[src/mips_debug_defines.svh]
`ifndef MIPS_DEBUG_DEFINES_SVH
`define MIPS_DEBUG_DEFINES_SVH

// byte address width of pc and cycle counter.
`define ADDR_LENGTH 11

// instruction and readout width.
`define LONGITUD_INSTRUCCION 32

// width of the database control code.
`define CANT_BITS_CONTROL 3

// instruction memory depth, whole 11-bit byte space.
`define IMEM_WORDS 512

// stop instruction.
`define HALT_WORD 32'hFFFF_FFFF

`endif
[src/mips_debug_pkg.sv]
`include "mips_debug_defines.svh"

package mips_debug_pkg;

    // host commands, one-cycle strobes.
    typedef enum logic [3:0] {
        CMD_NOP           = 4'd0,
        CMD_RUN           = 4'd1,
        CMD_STOP          = 4'd2,
        CMD_STEP          = 4'd3,
        CMD_SNAPSHOT      = 4'd4,
        CMD_READ_PC       = 4'd5,
        CMD_READ_CYCLES   = 4'd6,
        CMD_READ_ADDER_PC = 4'd7,
        CMD_READ_INSTR    = 4'd8,
        CMD_CLEAR         = 4'd9
    } debug_cmd_e;

    // database control codes, 0 is idle.
    typedef enum logic [`CANT_BITS_CONTROL-1:0] {
        DB_HOLD          = 3'd0,
        DB_CAPTURE       = 3'd1,
        DB_READ_PC       = 3'd2,
        DB_READ_CYCLES   = 3'd3,
        DB_READ_ADDER_PC = 3'd4,
        DB_READ_INSTR    = 3'd5,
        DB_CLEAR         = 3'd6
    } db_control_e;

    typedef enum logic {
        DBG_STOPPED = 1'b0,
        DBG_RUNNING = 1'b1
    } run_state_e;

endpackage

[src/debug_command_decode.sv]
`timescale 1ns/1ps

module debug_command_decode (
    input  logic                        i_clock,
    input  logic                        i_soft_reset,
    input  logic                        i_cmd_strobe,
    input  mips_debug_pkg::debug_cmd_e  i_cmd,
    output logic                        o_fetch_enable,
    output mips_debug_pkg::db_control_e o_control,
    output logic                        o_running
);

    import mips_debug_pkg::*;

    run_state_e  state;
    run_state_e  state_next;
    db_control_e control_next;
    logic        step_req;

    // run and stop only move the state.
    always_comb begin
        state_next = state;
        if (i_cmd_strobe) begin
            if (i_cmd == CMD_RUN) begin
                state_next = DBG_RUNNING;
            end else if (i_cmd == CMD_STOP) begin
                state_next = DBG_STOPPED;
            end
        end
    end

    // a step while running has no effect.
    assign step_req = i_cmd_strobe && (i_cmd == CMD_STEP) && (state == DBG_STOPPED);

    // command to database code, idle when no strobe.
    always_comb begin
        control_next = DB_HOLD;
        if (i_cmd_strobe) begin
            case (i_cmd)
                CMD_SNAPSHOT:      control_next = DB_CAPTURE;
                CMD_READ_PC:       control_next = DB_READ_PC;
                CMD_READ_CYCLES:   control_next = DB_READ_CYCLES;
                CMD_READ_ADDER_PC: control_next = DB_READ_ADDER_PC;
                CMD_READ_INSTR:    control_next = DB_READ_INSTR;
                CMD_CLEAR:         control_next = DB_CLEAR;
                default:           control_next = DB_HOLD;
            endcase
        end
    end

    always_ff @(posedge i_clock) begin
        if (!i_soft_reset) begin
            state          <= DBG_STOPPED;
            o_fetch_enable <= 1'b0;
            o_control      <= DB_HOLD;
        end else begin
            state          <= state_next;
            // held while running, one pulse per step.
            o_fetch_enable <= (state_next == DBG_RUNNING) || step_req;
            o_control      <= control_next; // code lasts one cycle.
        end
    end

    assign o_running = (state == DBG_RUNNING);

endmodule

[config.mk]
export PLATFORM = sky130hd
export DESIGN_NAME = debug_command_decode
export DESIGN_NICKNAME = d
export VERILOG_FILES = /design/src/mips_debug_pkg.sv /design/src/debug_command_decode.sv
export VERILOG_INCLUDE_DIRS = /design/src /design/src/src
export SDC_FILE = /design/constraint.sdc
export NUM_CORES = 1
export LEC_CHECK = 0
export BUFFER_PORTS_ARGS = -buffer_cell sky130_fd_sc_hd__buf_2
export CAP_MARGIN = 20
export CORE_AREA = 8 8 45 47
export DETAILED_ROUTE_END_ITERATION = 6
export DIE_AREA = 0 0 53 55
export SETUP_SLACK_MARGIN = 0.2
export SLEW_MARGIN = 10
export SYNTH_ARGS = -nofsm -noshare
export SYNTH_HDL_FRONTEND = slang
export SYNTH_SLANG_ARGS = --single-unit
[constraint.sdc]
create_clock -name i_clock -period 0.8 [get_ports i_clock]
set_input_delay 0.16 -clock i_clock [delete_from_list [all_inputs] [get_ports i_clock]]
set_output_delay 0.16 -clock i_clock [all_outputs]
set_load 0.01 [all_outputs]
==> out/results.txt <==
synth top area cells = dfxtp_1 43%, a21oi_1 6.5%, and4bb_2 5.4%
R2R setup slack = 10 ps
post-synth net total = 32
Post-CTS Hold Buffers = 0
Setup crit end kind = output pin
final critical-path required period = 843 ps
Crit path arrival time = 680 ps
CP peak stage delay = 340 ps
worst setup margin = -42.9 ps
Critical Path RT = 640 ps
IO Pins = 12
fin util = 28.0%
Routed Antenna Nets = 0
cell area after placement = 330 sq um
Initial Util = 16.7%
share of cells above drive strength 1 = 55.8%
Port Buffer Count = 11
Pleak = 0.000181 uW
VDD IR max = 366 uV
most frequent cells in the layout = 8 x buf_2, 4 x buf_4, 4 x dfxtp_1
vias per cell = 4.03
final worst-path cycle share = 105%
Finish-stage setup viols = 5
worst slew pin tran = 204 ps
Post-Synthesis Cells = 25
DIE WIDTH = 53 um
Max Root-Sink Buffers = 2
core area = 1380 sq um
clock buffer count from CTS = 3
Total Routing Usage GR = 4.87%
RSZ-0062 raised after global routing = true
Seq/Total Area, Yosys = 43.2%
reg2reg path depth = 2
CP Class = reg -> out
via count = 238
CP Depth = 1
commonest non-fill, non-tap cell in the layout = buf_2
# H-tree levels = 1
worst-skew pair later-pin latency = 240 ps
nets@finish = 51
crit path cell chain = buf_6
P&R area growth vs syn = 67.6%
# clock sinks = 5
Fmax achieved = 1190 MHz
routed len/inst = 9.78 um
YS warnings = 0
final hold vios = 0
number of max-cap violations = 0
Synth top area share = 43.2%
total die area = 2920 sq um
Seq cells post-synth = 5
clock root cell = clkbuf_4
largest net degree at the start of global routing = 7
site row count = 14
DRC Markers = 0
Final Skew = 0.0283 ps
type of the worst min-delay path = in -> reg
gr ovfl total = 0
Diodes inserted = 0
CTS tree = done
first-pass GRT wire length = 876 um
failing checks = negative setup slack
Avg Cell Area, Syn = 9.26 sq um
Die Y = 55 um
final WL = 577 um
slowest CP cell = dfxtp_2
status = finished, violations left
cell area after layout = 388 sq um
largest area contributor in the netlist = dfxtp_1
Cell Pwr Density = 1670 nW/um^2
crit start category = register
Detailed Routing Iterations Pass 1 = 2
Clk pin slew, worst setup/hold paths = 40 ps
DRT iter0 DRCs = 7
number of slew-limit violations in the final report = 0
CP delay by family, top = flip-flops
Max FO, Critical Path = 3
initial antenna violation count = 0
GPL Wtd Cong = 0.696
worst path bufs/invs = 1
hold path depth = 3
vias in the first global route = 227
Post-Syn Area = 231 sq um
Netlist cell types = 15
Worst slew margin = 86.3%
## logic make-up (layout without fill, tap and decap cells)
logic type             after synthesis  count (layout)  share of synthesized area, %
AND/OR/NAND/NOR                      9               9                          25.9
AO/OA/AOI/OAI                        7               7                          22.2
flip-flops                           5               5                          43.2
buffers and inverters                3              21                          4.86
XOR/XNOR                             1               1                          3.78
## worst paths after layout
path	startpoint	to
worst max register to register	o_running$_SDFF_PN0_	o_running$_SDFF_PN0_
worst max-delay path	o_running$_SDFF_PN0_	o_running
worst min register to register	o_running$_SDFF_PN0_	o_running$_SDFF_PN0_
worst min-delay path	i_cmd[2]	o_control[0]$_SDFF_PN0_
## metal layers
layer / GRT usage, % / share of wire, %
met1: 4.87 / 49
met2: 4.10 / 37
met3: 3.21 / 10
met4: 10.3 / 3.6
met5: 0 / 0
## what timing repair did
action                     in CTS  in global routing
pin swaps                       1                  3
setup endpoints to repair       7                  9
setup buffers                   0                  0
resized for setup               1                  7
gates cloned                    0                  0
## power by group
| part | internal [uW] | total, uW | switching [uW] |
|---|---|---|---|
| Sequential | 259 | 262 | 3.27 |
| Combinational | 56.3 | 106 | 49.8 |
| Clock | 188 | 281 | 92.9 |
## stage by stage
stage / setup WS (ps) / TNS, ps / instances / hold WS [ps] / power (uW)
global route: -82.3 / -264 / 59 / 190 / 702
finish: -42.9 / -68.0 / 59 / 198 / 649
global placement: -78.5 / -207 / 55 / 443 / 355
CTS: -55.8 / -151 / 59 / 199 / 654
floorplan: 53.7 / 0 / 25 / 238 / 305
detailed placement: -97.9 / -247 / 55 / 455 / 357
## area by class of cell
class,instances,area [sq um]
clock buffers,4,26.3
fillers,164,996
inverters,3,11.3
multi-input cells,17,136
flip-flops and latches,5,101
well taps,16,20.0
repair buffers,14,92.6
## registers in the layout, indices dropped and copies added (netlist names)
name            flops
o_control           3
o_fetch_enable      1
o_running           1
## tightest hold or removal path, delay by kind of cell
| family | cells | cell delay (ps) |
|---|---|---|
| buf+inv | 1 | 110 |
| simple gates | 1 | 60 |
| compound gates | 1 | 50 |
## cell usage after synthesis
cell type  instances
dfxtp_1            5
a21oi_1            3
inv_1              3
nand2_1            3
a211oi_1           1
a21bo_1            1
a31oi_1            1
and4bb_2           1
nand2b_1           1
nand3_1            1
nand4b_1           1
nor2_1             1
nor3b_2            1
o22ai_2            1
xor2_1             1
No activity file was read; power rests on OpenSTA's default activity.
