<file path="src/mips_debug_defines.svh">
`ifndef MIPS_DEBUG_DEFINES_SVH
`define MIPS_DEBUG_DEFINES_SVH

// byte address width of pc and cycle counter.
`define ADDR_LENGTH 11

// instruction and readout width.
`define LONGITUD_INSTRUCCION 32

// width of the database control code.
`define CANT_BITS_CONTROL 3

// instruction memory depth, whole 11-bit byte space.
`define IMEM_WORDS 512

// stop instruction.
`define HALT_WORD 32'hFFFF_FFFF

`endif
</file>
<file path="src/mips_debug_pkg.sv">
`include "mips_debug_defines.svh"

package mips_debug_pkg;

    // host commands, one-cycle strobes.
    typedef enum logic [3:0] {
        CMD_NOP           = 4'd0,
        CMD_RUN           = 4'd1,
        CMD_STOP          = 4'd2,
        CMD_STEP          = 4'd3,
        CMD_SNAPSHOT      = 4'd4,
        CMD_READ_PC       = 4'd5,
        CMD_READ_CYCLES   = 4'd6,
        CMD_READ_ADDER_PC = 4'd7,
        CMD_READ_INSTR    = 4'd8,
        CMD_CLEAR         = 4'd9
    } debug_cmd_e;

    // database control codes, 0 is idle.
    typedef enum logic [`CANT_BITS_CONTROL-1:0] {
        DB_HOLD          = 3'd0,
        DB_CAPTURE       = 3'd1,
        DB_READ_PC       = 3'd2,
        DB_READ_CYCLES   = 3'd3,
        DB_READ_ADDER_PC = 3'd4,
        DB_READ_INSTR    = 3'd5,
        DB_CLEAR         = 3'd6
    } db_control_e;

    typedef enum logic {
        DBG_STOPPED = 1'b0,
        DBG_RUNNING = 1'b1
    } run_state_e;

endpackage

</file>
<file path="src/database.sv">
`timescale 1ns/1ps

`include "mips_debug_defines.svh"

module database (
    input  logic                             i_clock,
    input  logic                             i_soft_reset,
    input  mips_debug_pkg::db_control_e      i_control,
    input  logic [`ADDR_LENGTH-1:0]          i_contador_ciclos,
    input  logic [`ADDR_LENGTH-1:0]          i_pc,
    input  logic [`ADDR_LENGTH-1:0]          i_adder_pc,
    input  logic [`LONGITUD_INSTRUCCION-1:0] i_instruction_fetch,
    output logic [`LONGITUD_INSTRUCCION-1:0] o_dato
);

    import mips_debug_pkg::*;

    localparam int PAD = `LONGITUD_INSTRUCCION - `ADDR_LENGTH;

    logic [`ADDR_LENGTH-1:0]          reg_contador_ciclos;
    logic [`ADDR_LENGTH-1:0]          reg_pc;
    logic [`ADDR_LENGTH-1:0]          reg_adder_pc;
    logic [`LONGITUD_INSTRUCCION-1:0] reg_instruction_fetch;

    always_ff @(posedge i_clock) begin
        if (!i_soft_reset) begin
            reg_pc                <= '0;
            reg_adder_pc          <= `ADDR_LENGTH'd4;
            reg_instruction_fetch <= '0;
            reg_contador_ciclos   <= '0;
            o_dato                <= '0;
        end else begin
            case (i_control)
                DB_CAPTURE: begin
                    reg_pc                <= i_pc;
                    reg_adder_pc          <= i_adder_pc;
                    reg_instruction_fetch <= i_instruction_fetch;
                    reg_contador_ciclos   <= i_contador_ciclos;
                    o_dato                <= '0; // readout cleared on capture.
                end
                DB_READ_PC: begin
                    o_dato <= {{PAD{1'b0}}, reg_pc};
                end
                DB_READ_CYCLES: begin
                    o_dato <= {{PAD{1'b0}}, reg_contador_ciclos};
                end
                DB_READ_ADDER_PC: begin
                    o_dato <= {{PAD{1'b0}}, reg_adder_pc};
                end
                DB_READ_INSTR: begin
                    o_dato <= reg_instruction_fetch;
                end
                DB_CLEAR: begin
                    // back to the reset snapshot.
                    reg_pc                <= '0;
                    reg_adder_pc          <= `ADDR_LENGTH'd4;
                    reg_instruction_fetch <= '0;
                    reg_contador_ciclos   <= '0;
                    o_dato                <= '0;
                end
                default: begin
                    o_dato <= o_dato; // hold.
                end
            endcase
        end
    end

endmodule

</file>
<file path="config.mk">
export PLATFORM = sky130hd
export DESIGN_NAME = database
export DESIGN_NICKNAME = d
export VERILOG_FILES = /design/src/mips_debug_pkg.sv /design/src/database.sv
export VERILOG_INCLUDE_DIRS = /design/src /design/src/src
export SDC_FILE = /design/constraint.sdc
export NUM_CORES = 1
export LEC_CHECK = 0
export BUFFER_PORTS_ARGS = -buffer_cell sky130_fd_sc_hd__buf_2
export CAP_MARGIN = 25
export CORE_MARGIN = 8
export CORE_UTILIZATION = 50
export DETAILED_ROUTE_END_ITERATION = 7
export PLACE_DENSITY = 0.78
export SYNTH_ARGS = -nofsm -noshare
export SYNTH_HDL_FRONTEND = slang
export SYNTH_SLANG_ARGS = --single-unit
</file>
<file path="constraint.sdc">
create_clock -name i_clock -period 1.6 [get_ports i_clock]
set_input_delay 0.32 -clock i_clock [delete_from_list [all_inputs] [get_ports i_clock]]
set_output_delay 0.32 -clock i_clock [all_outputs]
set_load 0.01 [all_outputs]
</file>
==> metrics.log <==
INFO  metric run_status = finished, final reports clean
INFO  metric port-buffer-count = 101
INFO  metric total_area_of_multi_input_combinational_cells = about 0.0013 sq mm
INFO  metric timing.final.hold_violations = 0
INFO  metric floorplan.die.width = 99.5 microns
INFO  metric ys_ff_latch = 97
INFO  metric grt_antenna_before_repair = 0
INFO  metric floorplan.die.height = just under 100 microns
INFO  metric achievable-frequency = 771 MHz
INFO  metric unrepaired_setup_endpoints_after_global_routing = false
INFO  metric grt-ovfl-total = 0
INFO  metric post_drt_via_cell_ratio = 5.72
INFO  metric worst_ep_arrival_time = 1590 ps
INFO  metric critPathMaxFanout = 11
INFO  metric pre_cts_ws = -45.7 ps
INFO  metric area_growth = 20.9%
INFO  metric cts.sinks = 97
INFO  metric clk_path_buf_depth = 2
INFO  metric dr.first_iter.drc_count = 140
INFO  metric post_cts_setup_repair_buffer_count = 0
INFO  metric final_antenna_net_count = 0
INFO  metric synth_area = 0.00348 sq mm
INFO  metric setup.worst_path.start_class = primary input
INFO  metric post-route-min-period = 1300 ps
INFO  metric htree_num_levels = 3
INFO  metric vdd_ir_drop_max = 611 uV
INFO  metric layout.cells.most_common_list = sky130_fd_sc_hd__buf_2, sky130_fd_sc_hd__dfxtp_1, sky130_fd_sc_hd__a22o_1
INFO  metric largest_net_degree_at_the_start_of_global_routing = 34
INFO  metric final-setup-viol-count = 0
INFO  metric wl = ~8600 microns
INFO  metric synth_seq_area_share = a little under three fifths
INFO  metric post-route-period-util = 81.1%
INFO  metric power_density = 1090 mW/mm^2
INFO  metric worst_hold_startpoint = i_contador_ciclos[5]
INFO  metric row_count = 30
INFO  metric first_pass_grt_wire_length = ~14000 microns
INFO  metric max_cap_viol_count = 0
INFO  metric avgRoutedWirePerCell = 17.8 microns
INFO  metric cts_made_buffers = 9
INFO  metric design.portCount = slightly above 100
INFO  metric timing.max_slew.rel_slack = between 40% and 50%
INFO  metric worstSetupEndpointType = flop
INFO  metric critical_path_required = 1890 ps
INFO  metric cts_root_buf = sky130_fd_sc_hd__clkbuf_8
INFO  metric holdCritPathClass = primary input to flop
INFO  metric grt_usage = 17.7%
INFO  metric gp_congestion = 0.781
INFO  metric vias_in_the_first_global_route = slightly below 3000
INFO  metric cts.clk_slew.worst_paths = 90 ps
INFO  metric synth_cell_type_count = 25
INFO  metric syn_nets = 375
INFO  metric post_synth.cell_area_avg = 11.4 sq um
INFO  metric yosys_warnings = 0
INFO  metric via_count_of_the_routed_design = 2765
INFO  metric finClkSkew = 7.74 ps
INFO  metric final_common_cell = sky130_fd_sc_hd__buf_2
INFO  metric drt-pass1-iter-count = 4
INFO  metric cts.hold.buffers_added = 0
INFO  metric hpwl_after_detailed_placement = 6150 microns
INFO  metric seq_area = 0.00194 sq mm
INFO  metric number_of_remaining_drc_errors = 0
INFO  metric finalNetCount = 468
INFO  metric tritoncts = built
INFO  metric finalWorstSetupSlack = 303 ps
INFO  metric fp.coreArea = 0.00676 sq mm
INFO  metric floorplan.die_area = 0.00989 sq mm
INFO  metric diodes = 0
INFO  metric r2r_start = reg_adder_pc[5]$_SDFFE_PN0N_
INFO  metric final.fill_count = 589
INFO  metric worst-setup-path-type = primary input to flop
INFO  metric static-leakage-power = 1.88 nW
INFO  metric maxSlewViolCount = 0
INFO  metric postSynthCellCount = 305
INFO  metric worst_pin_slew = between 700 and 800 ps
INFO  metric post-route-util = 62.3%
INFO  metric critical_path.startpoint = i_control[2]
INFO  metric layout-drive-gt1-share = 35.0%
INFO  metric cts_resized = 0
INFO  metric clock_insertion_delay_worst_skew = 350 ps
INFO  metric initial_core_util = 51.5%
flip-flops by register name, indices dropped and copies added (netlist names):
signal / count
o_dato: 32
reg_instruction_fetch: 32
reg_adder_pc: 11
reg_contador_ciclos: 11
reg_pc: 11
power breakdown:
part,total [W],switching (W),leakage (nW),internal [W]
sequential,0.00252,0.0000385,0.787,0.00248
combinational,0.000376,0.000197,0.981,0.000179
clock,0.00170,0.000820,0.109,0.000880
total,0.00460,0.00106,1.88,0.00354
metrics by stage:
stage / setup TNS, ps / hold WS [ps] / cells / area, sq um / power (W)
after floorplan: 0 / 444 / 305 / 3480 / 0.00280
after global placement: 0 / 451 / 467 / 3990 / 0.00294
after detailed placement: -445 / 453 / 467 / 3990 / 0.00295
after CTS: 0 / 154 / 483 / 4210 / 0.00464
after global routing: 0 / 154 / 483 / 4210 / 0.00479
final: 0 / 171 / 483 / 4210 / 0.00460
path summary, 6_finish.rpt:
| kind | cells past startpoint | slack, ps | end |
|---|---|---|---|
| worst max-delay path | 4 | 300 | o_dato[6]$_SDFFE_PN0P_ |
| worst min-delay path | 2 | 170 | reg_contador_ciclos[5]$_SDFFE_PN0N_ |
| worst max register to register | 3 | 550 | o_dato[5]$_SDFFE_PN0P_ |
| worst min register to register | 1 | 470 | o_dato[22]$_SDFFE_PN0P_ |
synth_stat cells:
master / number / area [sq um]
sky130_fd_sc_hd__o21a_1: 1 / 7.51
sky130_fd_sc_hd__o211a_1: 1 / 10.0
sky130_fd_sc_hd__dfxtp_1: 97 / 1940
sky130_fd_sc_hd__a32oi_1: 1 / 8.76
sky130_fd_sc_hd__o221a_2: 9 / 101
sky130_fd_sc_hd__clkbuf_2: 1 / 5.00
sky130_fd_sc_hd__clkbuf_1: 4 / 15.0
sky130_fd_sc_hd__a221oi_1: 11 / 96.3
sky130_fd_sc_hd__buf_4: 8 / 60.1
sky130_fd_sc_hd__a22o_1: 85 / 744
sky130_fd_sc_hd__buf_6: 7 / 78.8
sky130_fd_sc_hd__nand3b_1: 1 / 7.51
sky130_fd_sc_hd__nor2_1: 12 / 45.0
sky130_fd_sc_hd__nor3_1: 1 / 5.00
sky130_fd_sc_hd__nor2b_1: 1 / 6.26
sky130_fd_sc_hd__o221a_1: 2 / 22.5
sky130_fd_sc_hd__inv_1: 12 / 45.0
sky130_fd_sc_hd__o21ai_0: 12 / 60.1
sky130_fd_sc_hd__nand3_1: 1 / 5.00
sky130_fd_sc_hd__a21oi_1: 11 / 55.1
sky130_fd_sc_hd__buf_2: 10 / 50.1
sky130_fd_sc_hd__buf_1: 1 / 3.75
sky130_fd_sc_hd__and3_1: 3 / 18.8
sky130_fd_sc_hd__nand2b_1: 12 / 75.1
sky130_fd_sc_hd__nor2b_4: 1 / 13.8
critical path, cell delays in order:
cell and delay [ps]:
sky130_fd_sc_hd__buf_2 140, sky130_fd_sc_hd__and3_1 200, sky130_fd_sc_hd__nor2_1 600, sky130_fd_sc_hd__o221a_2 320
metal layers:
metal / wire, microns / GRT usage (%) / up-vias
met1: 3760 / 21.7 / 1326
met2: 4100 / 28.5 / 91
met4: 51 / 4.77 / 0
li1: - / - / 1341
met3: 670 / 6.56 / 7
met5: 0 / 0 / -
logic make-up after synthesis:
logic type	Yosys count	share of synthesized area, %
flip-flops	97	55.8
AO/OA/AOI/OAI	133	31.8
buffers and inverters	43	7.40
AND/OR/NAND/NOR	32	5.07
final cells by class:
| cell class | instances | area share [%] |
|---|---|---|
| Timing Repair Buffer | 113 | 14.7 |
| Multi-Input combinational cell | 165 | 30.5 |
| Clock inverter | 7 | 2.26 |
| Clock buffer | 9 | 2.94 |
| Tap cell | 80 | 2.38 |
| Sequential cell | 97 | 46.1 |
| Inverter | 12 | 1.07 |
Note: power is estimated with default switching activity, not from simulation.
